$ cat config.mk
export PLATFORM = sky130hd
export DESIGN_NAME = mips_ex_top
export DESIGN_NICKNAME = d
export VERILOG_FILES = /design/src/mips_pkg.sv /design/src/alu.sv /design/src/alu_ctrl.sv /design/src/reg_file.sv /design/src/id_decode.sv /design/src/ex_stage.sv /design/src/mips_ex_top.sv
export SDC_FILE = /design/constraint.sdc
export NUM_CORES = 2
export LEC_CHECK = 0
export CORE_ASPECT_RATIO = 2
export CORE_MARGIN = 2
export CORE_UTILIZATION = 30
export CTS_BUF_LIST = sky130_fd_sc_hd__clkbuf_4 sky130_fd_sc_hd__clkbuf_8
export CTS_CLUSTER_SIZE = 12
export DETAILED_ROUTE_END_ITERATION = 8
export DONT_BUFFER_PORTS = 1
export PLACE_DENSITY_LB_ADDON = 0.1
export RECOVER_POWER = 100
export SLEW_MARGIN = 5
export SYNTH_ARGS = -nofsm -noshare
export SYNTH_HDL_FRONTEND = slang
export SYNTH_SLANG_ARGS = --single-unit
$ cat constraint.sdc
create_clock -name clk -period 6.9 [get_ports clk]
set_clock_uncertainty 0.1 [all_clocks]
set_input_delay 0.69 -clock clk [delete_from_list [all_inputs] [get_ports clk]]
set_output_delay 0.69 -clock clk [all_outputs]
set_load 0.02 [all_outputs]
$ cat src/mips_pkg.sv
// Shared encodings and field widths for the decode/execute pipeline slice, imported by every stage
`default_nettype none

package mips_pkg;

	// ----------------------------------------
	// Instruction format
	// ----------------------------------------
	localparam int INSTR_W = 32;  // Instruction word
	localparam int REG_AW  = 5;   // 32 registers
	localparam int IMM_W   = 16;  // I-type immediate

	// Primary opcode, bits 31:26
	typedef enum logic [5:0] {
		R_TYPE = 6'd0,
		ADDI   = 6'd8,
		SLTI   = 6'd10,
		ANDI   = 6'd12,
		ORI    = 6'd13
	} opcode_e;

	// R-type function code, bits 5:0
	typedef enum logic [5:0] {
		F_ADD = 6'd32,
		F_SUB = 6'd34,
		F_AND = 6'd36,
		F_OR  = 6'd37,
		F_NOR = 6'd39,
		F_SLT = 6'd42
	} funct_e;

	// ----------------------------------------
	// Decode to execute operation class
	// ----------------------------------------
	typedef enum logic [2:0] {
		ALU_OP_ADD   = 3'd0,  // ADDI
		ALU_OP_SLT   = 3'd1,  // SLTI
		ALU_OP_AND   = 3'd2,  // ANDI
		ALU_OP_OR    = 3'd3,  // ORI
		ALU_OP_RTYPE = 3'd4   // Look at funct
	} alu_op_e;

	// ALU function select
	typedef enum logic [3:0] {
		A_ADD  = 4'd0,
		A_SUB  = 4'd1,
		A_AND  = 4'd2,
		A_OR   = 4'd3,
		A_NOR  = 4'd4,
		A_SLT  = 4'd5,
		A_NONE = 4'd15  // Unknown funct, result 0 and no write
	} alu_ctrl_e;

endpackage

`default_nettype wire

$ cat src/alu.sv
// Combinational ALU for the execute stage: add, sub, and, or, nor and signed set-on-less-than
`default_nettype none
`timescale 1ns/10ps

module alu #(
	parameter int DATA_W = 32
) (
	input  logic [DATA_W-1:0]   op_1,
	input  logic [DATA_W-1:0]   op_2,
	input  mips_pkg::alu_ctrl_e alu_ctrl_code,
	output logic [DATA_W-1:0]   res,
	output logic                zero
);
	import mips_pkg::*;

	logic lt_signed;

	// Two's complement compare for SLT and SLTI
	assign lt_signed = $signed(op_1) < $signed(op_2);

	// ----------------------------------------
	// Function select
	// ----------------------------------------
	always_comb begin
		case (alu_ctrl_code)
			A_ADD:   res = op_1 + op_2;
			A_SUB:   res = op_1 - op_2;
			A_AND:   res = op_1 & op_2;
			A_OR:    res = op_1 | op_2;
			A_NOR:   res = ~(op_1 | op_2);
			A_SLT:   res = {{(DATA_W-1){1'b0}}, lt_signed};  // 1 or 0
			default: res = '0;  // A_NONE
		endcase
	end

	assign zero = (res == '0);  // High on an all-zero result

endmodule

`default_nettype wire

$ cat src/alu_ctrl.sv
// ALU control: turns the operation class and the R-type function code into an ALU function select
`default_nettype none
`timescale 1ns/10ps

module alu_ctrl (
	input  mips_pkg::alu_op_e   alu_op,
	input  logic [5:0]          fnc_code,
	output mips_pkg::alu_ctrl_e alu_ctrl_code
);
	import mips_pkg::*;

	always_comb begin
		case (alu_op)
			ALU_OP_ADD: alu_ctrl_code = A_ADD;  // ADDI
			ALU_OP_SLT: alu_ctrl_code = A_SLT;  // SLTI
			ALU_OP_AND: alu_ctrl_code = A_AND;  // ANDI
			ALU_OP_OR:  alu_ctrl_code = A_OR;   // ORI

			// R-type goes by function code
			ALU_OP_RTYPE: begin
				case (fnc_code)
					F_ADD:   alu_ctrl_code = A_ADD;
					F_SUB:   alu_ctrl_code = A_SUB;
					F_AND:   alu_ctrl_code = A_AND;
					F_OR:    alu_ctrl_code = A_OR;
					F_NOR:   alu_ctrl_code = A_NOR;
					F_SLT:   alu_ctrl_code = A_SLT;
					default: alu_ctrl_code = A_NONE;  // Execute drops the write
				endcase
			end

			default: alu_ctrl_code = A_NONE;
		endcase
	end

endmodule

`default_nettype wire

$ cat src/reg_file.sv
// 32-entry register file read by decode and written from EX/MEM, with write-through on a same-cycle hit
`default_nettype none
`timescale 1ns/10ps

module reg_file #(
	parameter int DATA_W = 32
) (
	input  logic                        clk,
	input  logic                        arst_n,
	input  logic [mips_pkg::REG_AW-1:0] rd_addr_1,
	input  logic [mips_pkg::REG_AW-1:0] rd_addr_2,
	output logic [DATA_W-1:0]           rd_data_1,
	output logic [DATA_W-1:0]           rd_data_2,
	input  logic                        wr_en,
	input  logic [mips_pkg::REG_AW-1:0] wr_addr,
	input  logic [DATA_W-1:0]           wr_data
);
	import mips_pkg::*;

	localparam int N_REGS = 2**REG_AW;

	logic [DATA_W-1:0] regs [N_REGS];
	logic              wr_live;  // Write that really lands
	logic              byp_1;
	logic              byp_2;

	// Register zero never takes a write
	assign wr_live = wr_en && (wr_addr != '0);

	// ----------------------------------------
	// Write port
	// ----------------------------------------
	always_ff @(posedge clk or negedge arst_n) begin
		if (!arst_n) begin
			for (int i = 0; i < N_REGS; i++) begin
				regs[i] <= '0;  // All registers read zero after reset
			end
		end else if (wr_live) begin
			regs[wr_addr] <= wr_data;
		end
	end

	// ----------------------------------------
	// Read ports with write-through
	// ----------------------------------------
	assign byp_1 = wr_live && (wr_addr == rd_addr_1);
	assign byp_2 = wr_live && (wr_addr == rd_addr_2);

	assign rd_data_1 = byp_1 ? wr_data : regs[rd_addr_1];  // Same-cycle write wins
	assign rd_data_2 = byp_2 ? wr_data : regs[rd_addr_2];

	// Write-back address must be resolved whenever EX/MEM writes
	a_wr_addr_known: assert property (@(posedge clk) disable iff (!arst_n)
		wr_en |-> !$isunknown(wr_addr))
		else $error("reg_file: unknown write address with wr_en high");

endmodule

`default_nettype wire

$ cat src/id_decode.sv
// Decode stage: splits the instruction, reads operands, extends the immediate and loads the ID/EX register
`default_nettype none
`timescale 1ns/10ps

module id_decode #(
	parameter int DATA_W = 32
) (
	input  logic                         clk,
	input  logic                         arst_n,
	input  logic                         instr_valid,
	input  logic [mips_pkg::INSTR_W-1:0] instr,
	output logic [mips_pkg::REG_AW-1:0]  rd_addr_1,
	output logic [mips_pkg::REG_AW-1:0]  rd_addr_2,
	input  logic [DATA_W-1:0]            rd_data_1,
	input  logic [DATA_W-1:0]            rd_data_2,
	output logic                         id_valid,
	output logic [mips_pkg::REG_AW-1:0]  rs,
	output logic [mips_pkg::REG_AW-1:0]  rt,
	output logic [mips_pkg::REG_AW-1:0]  rd,
	output logic [DATA_W-1:0]            data_1,
	output logic [DATA_W-1:0]            data_2,
	output logic [DATA_W-1:0]            imm_ext,
	output logic                         reg_dst,
	output logic                         alu_src,
	output mips_pkg::alu_op_e            alu_op,
	output logic [5:0]                   fnc_code,
	output logic                         id_reg_write
);
	import mips_pkg::*;

	logic [IMM_W-1:0]  imm;
	logic [DATA_W-1:0] imm_next;
	logic              dec_reg_dst;   // 1 selects rd
	logic              dec_alu_src;   // 1 selects immediate
	logic              dec_sign_ext;
	logic              dec_reg_write;
	alu_op_e           dec_alu_op;

	assign rd_addr_1 = instr[25:21];  // rs
	assign rd_addr_2 = instr[20:16];  // rt
	assign imm       = instr[IMM_W-1:0];

	// ----------------------------------------
	// Control decode
	// ----------------------------------------
	always_comb begin
		dec_reg_dst   = 1'b0;
		dec_alu_src   = 1'b1;
		dec_sign_ext  = 1'b1;
		dec_reg_write = 1'b1;
		dec_alu_op    = ALU_OP_ADD;
		case (opcode_e'(instr[31:26]))
			R_TYPE: begin
				dec_reg_dst = 1'b1;
				dec_alu_src = 1'b0;
				dec_alu_op  = ALU_OP_RTYPE;
			end
			ADDI: dec_alu_op = ALU_OP_ADD;
			SLTI: dec_alu_op = ALU_OP_SLT;
			ANDI: begin
				dec_alu_op   = ALU_OP_AND;
				dec_sign_ext = 1'b0;  // Logical ops zero-extend
			end
			ORI: begin
				dec_alu_op   = ALU_OP_OR;
				dec_sign_ext = 1'b0;
			end
			default: dec_reg_write = 1'b0;  // Unknown opcode writes nothing
		endcase
	end

	assign imm_next = dec_sign_ext ? {{(DATA_W-IMM_W){imm[IMM_W-1]}}, imm}
	                               : {{(DATA_W-IMM_W){1'b0}}, imm};

	// ----------------------------------------
	// ID/EX register
	// ----------------------------------------
	always_ff @(posedge clk or negedge arst_n) begin
		if (!arst_n) begin
			id_valid     <= 1'b0;
			id_reg_write <= 1'b0;
		end else begin
			id_valid     <= instr_valid;
			id_reg_write <= instr_valid && dec_reg_write;
		end
	end

	// Payload only moves on a new instruction
	always_ff @(posedge clk) begin
		if (instr_valid) begin
			rs       <= instr[25:21];
			rt       <= instr[20:16];
			rd       <= instr[15:11];
			data_1   <= rd_data_1;
			data_2   <= rd_data_2;
			imm_ext  <= imm_next;
			reg_dst  <= dec_reg_dst;
			alu_src  <= dec_alu_src;
			alu_op   <= dec_alu_op;
			fnc_code <= instr[5:0];
		end
	end

endmodule

`default_nettype wire

$ cat src/ex_stage.sv
// Execute stage: forwarding from EX/MEM, operand and destination select, ALU, and the EX/MEM register
`default_nettype none
`timescale 1ns/10ps

module ex_stage #(
	parameter int DATA_W = 32
) (
	input  logic                        clk,
	input  logic                        arst_n,
	input  logic                        id_valid,
	input  logic [mips_pkg::REG_AW-1:0] rs,
	input  logic [mips_pkg::REG_AW-1:0] rt,
	input  logic [mips_pkg::REG_AW-1:0] rd,
	input  logic [DATA_W-1:0]           data_1,
	input  logic [DATA_W-1:0]           data_2,
	input  logic [DATA_W-1:0]           imm_ext,
	input  logic                        reg_dst,
	input  logic                        alu_src,
	input  mips_pkg::alu_op_e           alu_op,
	input  logic [5:0]                  fnc_code,
	input  logic                        id_reg_write,
	output logic                        ex_valid,
	output logic [DATA_W-1:0]           res,
	output logic                        zero,
	output logic [mips_pkg::REG_AW-1:0] write_register,
	output logic                        reg_write
);
	import mips_pkg::*;

	logic              fwd_ok;  // EX/MEM holds a live write
	logic [DATA_W-1:0] op_1;
	logic [DATA_W-1:0] reg_2;
	logic [DATA_W-1:0] op_2;
	logic [REG_AW-1:0] dest;
	logic [DATA_W-1:0] alu_res;
	logic              alu_zero;
	alu_ctrl_e         ctrl_code;

	// ----------------------------------------
	// Forwarding from EX/MEM
	// ----------------------------------------
	assign fwd_ok = ex_valid && reg_write && (write_register != '0);
	assign op_1   = (fwd_ok && write_register == rs) ? res : data_1;
	assign reg_2  = (fwd_ok && write_register == rt) ? res : data_2;

	assign op_2 = alu_src ? imm_ext : reg_2;  // Immediate for I-type
	assign dest = reg_dst ? rd : rt;          // rd for R-type

	alu_ctrl alu_ctrl_i (
		.alu_op        (alu_op),
		.fnc_code      (fnc_code),
		.alu_ctrl_code (ctrl_code)
	);

	alu #(.DATA_W(DATA_W)) alu_i (
		.op_1          (op_1),
		.op_2          (op_2),
		.alu_ctrl_code (ctrl_code),
		.res           (alu_res),
		.zero          (alu_zero)
	);

	// ----------------------------------------
	// EX/MEM register
	// ----------------------------------------
	always_ff @(posedge clk or negedge arst_n) begin
		if (!arst_n) begin
			ex_valid  <= 1'b0;
			reg_write <= 1'b0;
		end else begin
			ex_valid  <= id_valid;
			reg_write <= id_valid && id_reg_write && (ctrl_code != A_NONE);  // Unknown funct
		end
	end

	always_ff @(posedge clk) begin
		res            <= alu_res;
		zero           <= alu_zero;
		write_register <= dest;
	end

endmodule

`default_nettype wire

$ cat src/mips_ex_top.sv
// Top of the decode/execute slice: wires decode, execute and the register file, with EX/MEM write-back
`default_nettype none
`timescale 1ns/10ps

module mips_ex_top #(
	parameter int DATA_W = 32
) (
	input  logic                         clk,
	input  logic                         arst_n,
	input  logic                         instr_valid,
	input  logic [mips_pkg::INSTR_W-1:0] instr,
	output logic                         ex_valid,
	output logic [DATA_W-1:0]            res,
	output logic                         zero,
	output logic [mips_pkg::REG_AW-1:0]  write_register,
	output logic                         reg_write
);
	import mips_pkg::*;

	// Register file ports
	logic [REG_AW-1:0] rd_addr_1;
	logic [REG_AW-1:0] rd_addr_2;
	logic [DATA_W-1:0] rd_data_1;
	logic [DATA_W-1:0] rd_data_2;

	// ----------------------------------------
	// ID/EX
	// ----------------------------------------
	logic              id_valid;
	logic [REG_AW-1:0] rs;
	logic [REG_AW-1:0] rt;
	logic [REG_AW-1:0] rd;
	logic [DATA_W-1:0] data_1;
	logic [DATA_W-1:0] data_2;
	logic [DATA_W-1:0] imm_ext;
	logic              reg_dst;
	logic              alu_src;
	alu_op_e           alu_op;
	logic [5:0]        fnc_code;
	logic              id_reg_write;

	reg_file #(.DATA_W(DATA_W)) reg_file_i (
		.clk       (clk),
		.arst_n    (arst_n),
		.rd_addr_1 (rd_addr_1),
		.rd_addr_2 (rd_addr_2),
		.rd_data_1 (rd_data_1),
		.rd_data_2 (rd_data_2),
		.wr_en     (ex_valid & reg_write),  // Write-back straight from EX/MEM
		.wr_addr   (write_register),
		.wr_data   (res)
	);

	id_decode #(.DATA_W(DATA_W)) id_decode_i (
		.clk          (clk),
		.arst_n       (arst_n),
		.instr_valid  (instr_valid),
		.instr        (instr),
		.rd_addr_1    (rd_addr_1),
		.rd_addr_2    (rd_addr_2),
		.rd_data_1    (rd_data_1),
		.rd_data_2    (rd_data_2),
		.id_valid     (id_valid),
		.rs           (rs),
		.rt           (rt),
		.rd           (rd),
		.data_1       (data_1),
		.data_2       (data_2),
		.imm_ext      (imm_ext),
		.reg_dst      (reg_dst),
		.alu_src      (alu_src),
		.alu_op       (alu_op),
		.fnc_code     (fnc_code),
		.id_reg_write (id_reg_write)
	);

	ex_stage #(.DATA_W(DATA_W)) ex_stage_i (
		.clk            (clk),
		.arst_n         (arst_n),
		.id_valid       (id_valid),
		.rs             (rs),
		.rt             (rt),
		.rd             (rd),
		.data_1         (data_1),
		.data_2         (data_2),
		.imm_ext        (imm_ext),
		.reg_dst        (reg_dst),
		.alu_src        (alu_src),
		.alu_op         (alu_op),
		.fnc_code       (fnc_code),
		.id_reg_write   (id_reg_write),
		.ex_valid       (ex_valid),
		.res            (res),
		.zero           (zero),
		.write_register (write_register),
		.reg_write      (reg_write)
	);

	// Two-stage latency end to end, both ways
	a_no_spurious_ex: assert property (@(posedge clk) disable iff (!arst_n)
		!instr_valid |-> ##2 !ex_valid)
		else $error("ex_valid without an instruction two edges earlier");

	a_result_on_time: assert property (@(posedge clk) disable iff (!arst_n)
		instr_valid |-> ##2 ex_valid)
		else $error("instruction did not reach EX/MEM after two edges");

endmodule

`default_nettype wire

==> impl_metrics.sql <==
INSERT INTO impl_metrics (metric_group, metric, value, unit) VALUES
('clocking', 'cts_setup_buffers', '0', ''),
('setup_path', 'timing.critical_path.fanout_max', '32', ''),
('setup_path', 'timing.critical_path.from_type', 'flip-flop', ''),
('final_layout', 'stdcell_count', '7265', ''),
('die', 'floorplan.die_area', '220000', 'um^2'),
('logic_synthesis', 'synth_area_in_xor_xnor', '0.581', '%'),
('status', 'failed_checks', 'capacitance limit, slew limit', ''),
('timing', 'final_period_minus_worst_setup_slack', '6.51', 'ns'),
('clocking', 'clock_tree.htree_level_count', '4', ''),
('clocking', 'cts_buffers', '191', ''),
('die', 'number_of_top_level_pins', '75', ''),
('power', 'vdd_ir_drop_max', '0.000115', 'V'),
('logic_synthesis', 'ys.flop_type', 'sky130_fd_sc_hd__dfrtp_1', ''),
('timing', 'grt_setup_unrepaired', 'false', ''),
('final_layout', 'multiInputGateArea', '33400', 'um^2'),
('timing', 'fin_setup_tns', '0', 'ns'),
('clocking', 'cts_tree', 'done', ''),
('logic_synthesis', 'main_combinational_cell_family_by_area_after_synthesis', 'multiplexers', ''),
('global_route', 'grt_pass1_vias', '44184', ''),
('detailed_routing', 'route.antenna.remaining_nets', '0', ''),
('logic_synthesis', 'postSynthCellCount', '4450', ''),
('clocking', 'cts.clk_slew.worst_paths', '0.07', 'ns'),
('global_route', 'wire_length_of_the_first_global_routing_pass', '344000', 'um'),
('place', 'dpl.hpwl', '133000', 'um'),
('detailed_routing', 'drc', '0', ''),
('detailed_routing', 'drt-vias-per-instance', '5.62', ''),
('place', 'port-buffer-count', '0', ''),
('detailed_routing', 'drt_first_iter_violations', '2365', ''),
('setup_path', 'critical_path_arrival', '7.31', 'ns'),
('clocking', 'worst_skew_pair.late_latency', '0.99', 'ns'),
('logic_synthesis', 'synth_area_leader_cell', 'sky130_fd_sc_hd__dfrtp_1', ''),
('timing', 'timing.final.max_slew_violations', '2366', ''),
('logic_synthesis', 'synth_top_area_share', '39.7', '%'),
('die', 'fp.coreArea', '215000', 'um^2'),
('status', 'status', 'complete, but fails checks', ''),
('logic_synthesis', 'seq_area_frac_synth', '45.3', '%'),
('die', 'fp.dieH', '661', 'um'),
('timing', 'clock.fmax', '0.154', 'GHz'),
('setup_path', 'crit_type', 'reg2reg', ''),
('detailed_routing', 'wire_per_inst', '33.3', 'um'),
('setup_path', 'cp.required', '7.70', 'ns'),
('timing', 'fin_worst_hold_slack', '0.104', 'ns'),
('setup_path', 'endpoint_kind', 'flip-flop', ''),
('logic_synthesis', 'yosys-mux-area-fraction', '41.7', '%'),
('place', 'dp.cells', '6889', ''),
('detailed_routing', 'num_vias', '40840', ''),
('logic_synthesis', 'synth-edff-count', '96', ''),
('logic_synthesis', 'syn_nets', '4591', ''),
('timing', 'worst_pin_slew', '6.35', 'ns'),
('logic_synthesis', 'yosysUniqueCellTypes', '79', ''),
('final_layout', 'area_of_all_sequential_standard_cells', '29400', 'um^2'),
('power', 'leakage', '31.9', 'nW'),
('logic_synthesis', 'yosys-top-cells-area', 'sky130_fd_sc_hd__dfrtp_1, sky130_fd_sc_hd__mux4_2, sky130_fd_sc_hd__mux2_2, sky130_fd_sc_hd__edfxtp_1, sky130_fd_sc_hd__ha_1', ''),
('die', 'die_w', '333', 'um'),
('timing', 'slew_headroom', '-324', '%'),
('global_route', 'grt.total_usage', '22.0', '%'),
('logic_synthesis', 'post_synthesis_average_cell_area', '14.6', 'um^2'),
('global_route', 'antenna_found_initial', '8', ''),
('die', 'floorplan.initialDensity', '30.1', '%'),
('final_layout', 'fin_util', '33.3', '%'),
('logic_synthesis', 'netlist_area', '64800', 'um^2'),
('final_layout', 'final_net_count', '4476', ''),
('clocking', 'clock-root-buffer', 'sky130_fd_sc_hd__clkbuf_8', ''),
('flow_run', 'cap_viol_max_count', '86', ''),
('final_layout', 'num-fill-cells', '20941', ''),
('worst_hold_path', 'min-delay-path-class', 'in2reg', ''),
('timing', 'setup_viol', '0', ''),
('logic_synthesis', 'adder_cell_fraction_of_synth_area', '2.07', '%'),
('global_route', 'global_route.overflow_total', '0', ''),
('clocking', 'cts.path.max_buffers', '4', ''),
('timing', 'timing.final.hold_violations', '0', '');
## cell usage after synthesis, drive strengths merged (38+ instances only)
cell       n
a21oi    163
buf      118
clkbuf   333
dfrtp   1028
dfxtp     38
edfxtp    96
ha       104
inv      100
mux2    1020
mux2i    109
mux4     640
nand2     89
nor2     148
o21ai     67
## final timing paths
| path | from | endpoint | slack, ns | cells after the start |
|---|---|---|---|---|
| max | ex_stage_i.write_register[4] | ex_stage_i.zero | 0.39 | 19 |
| min | instr[20] | id_decode_i.data_2[2] | 0.10 | 2 |
| max reg2reg | ex_stage_i.write_register[4] | ex_stage_i.zero | 0.39 | 19 |
| min reg2reg | reg_file_i.regs[999] | reg_file_i.regs[999] | 0.29 | 0 |
| max in group asynchronous | arst_n | reg_file_i.regs[807] | 1.08 | 7 |
| min in group asynchronous | arst_n | reg_file_i.regs[861] | 1.31 | 2 |
## repair_timing
| item | CTS | global route |
|---|---|---|
| hold buffers | 43 | 0 |
| endpoints found under the hold margin | 440 | 0 |
| gates resized for setup | 0 | 4 |
| setup endpoints to repair | 0 | 1 |
## through the flow
| step | setup slack, ns | cell area (um^2) | power [mW] |
|---|---|---|---|
| 6_report | 0.395 | 71500 | 15.0 |
| 5_1_grt | 0.0262 | 71500 | 15.6 |
| 4_1_cts | 0.260 | 71900 | 15.3 |
| 3_5_place_dp | 0.261 | 67600 | 8.60 |
| 3_3_place_gp | 0.338 | 67600 | 8.61 |
| 2_1_floorplan | 1.57 | 64800 | 8.18 |
## registers in the layout, indices dropped and copies added, names as in the netlist
signal and cells:
reg_file_i.regs 1024, ex_stage_i.res 32, id_decode_i.data_1 32, id_decode_i.data_2 32, id_decode_i.imm_ext 12, ex_stage_i.write_register 5, id_decode_i.fnc_code 5, id_decode_i.rs 5
id_decode_i.rt 5, id_decode_i.alu_op 3, ex_stage_i.ex_valid 1, ex_stage_i.reg_write 1, ex_stage_i.zero 1, id_decode_i.alu_src 1, id_decode_i.id_reg_write 1, id_decode_i.id_valid 1
id_decode_i.reg_dst 1
## worst max-delay path, stage by stage, from the launching register on
cell and delay (ns):
sky130_fd_sc_hd__dfxtp_1 0.61, sky130_fd_sc_hd__nor3_1 0.12, sky130_fd_sc_hd__buf_4 0.17, sky130_fd_sc_hd__a21oi_1 0.34
sky130_fd_sc_hd__nand4_1 0.21, sky130_fd_sc_hd__buf_4 0.42, sky130_fd_sc_hd__mux2i_1 0.20, sky130_fd_sc_hd__o21ai_0 0.44
sky130_fd_sc_hd__ha_1 0.35, sky130_fd_sc_hd__nor2_1 0.18, sky130_fd_sc_hd__o311ai_1 0.23, sky130_fd_sc_hd__a2111oi_0 0.98
sky130_fd_sc_hd__o22ai_2 0.19, sky130_fd_sc_hd__xnor2_1 0.18, sky130_fd_sc_hd__a221o_1 0.36, sky130_fd_sc_hd__a2111o_1 0.35
sky130_fd_sc_hd__nor4_1 0.31, sky130_fd_sc_hd__and3_1 0.23, sky130_fd_sc_hd__nand4b_1 0.16, sky130_fd_sc_hd__nor4b_1 0.27
## metal layers
layer / up-vias / wire (um) / global-route usage (%)
met5: - / 8 / 0
met4: 2 / 10700 / 8.89
met3: 461 / 10200 / 3.34
met2: 981 / 126000 / 39.7
met1: 22477 / 94800 / 25.9
li1: 16919 / - / -
## cell type report
| cell class | instances | area share (%) |
|---|---|---|
| multi-input cells | 2736 | 46.7 |
| flip-flops and latches | 1162 | 41.1 |
| clock buffers | 298 | 5.11 |
| well taps | 2794 | 4.89 |
| repair buffers | 143 | 1.46 |
| inverters | 101 | 0.530 |
| clock inverters | 29 | 0.257 |
| diodes | 2 | 0.00700 |
## report_power, final
group / internal, mW / switching (mW) / total [mW]
logic: 0.461 / 0.890 / 1.35
clock network: 3.38 / 3.09 / 6.47
registers: 6.98 / 0.178 / 7.16
## cells in the final DEF (no fill, tap or decap), types with 89 or more instances in the layout
cell	n
sky130_fd_sc_hd__dfrtp_1	1028
sky130_fd_sc_hd__mux2_2	1020
sky130_fd_sc_hd__mux4_2	640
sky130_fd_sc_hd__clkbuf_8	226
sky130_fd_sc_hd__a21oi_1	163
sky130_fd_sc_hd__nor2_1	142
sky130_fd_sc_hd__mux2i_1	109
sky130_fd_sc_hd__ha_1	104
sky130_fd_sc_hd__inv_1	100
sky130_fd_sc_hd__edfxtp_1	96
sky130_fd_sc_hd__nand2_1	89
## kinds of logic (layout without fill, tap and decap cells)
kind of cell / count (synthesis) / count (layout)
DFF: 1162 / 1162
muxes: 1769 / 1769
buffers and inverters: 552 / 571
other: 0 / 2
xor gates and xnor gates: 43 / 43
adders and majority gates: 106 / 106
AOI/OAI and AO/OA: 438 / 438
and+or+nand+nor: 380 / 380
(Power assumes the default switching activity.)
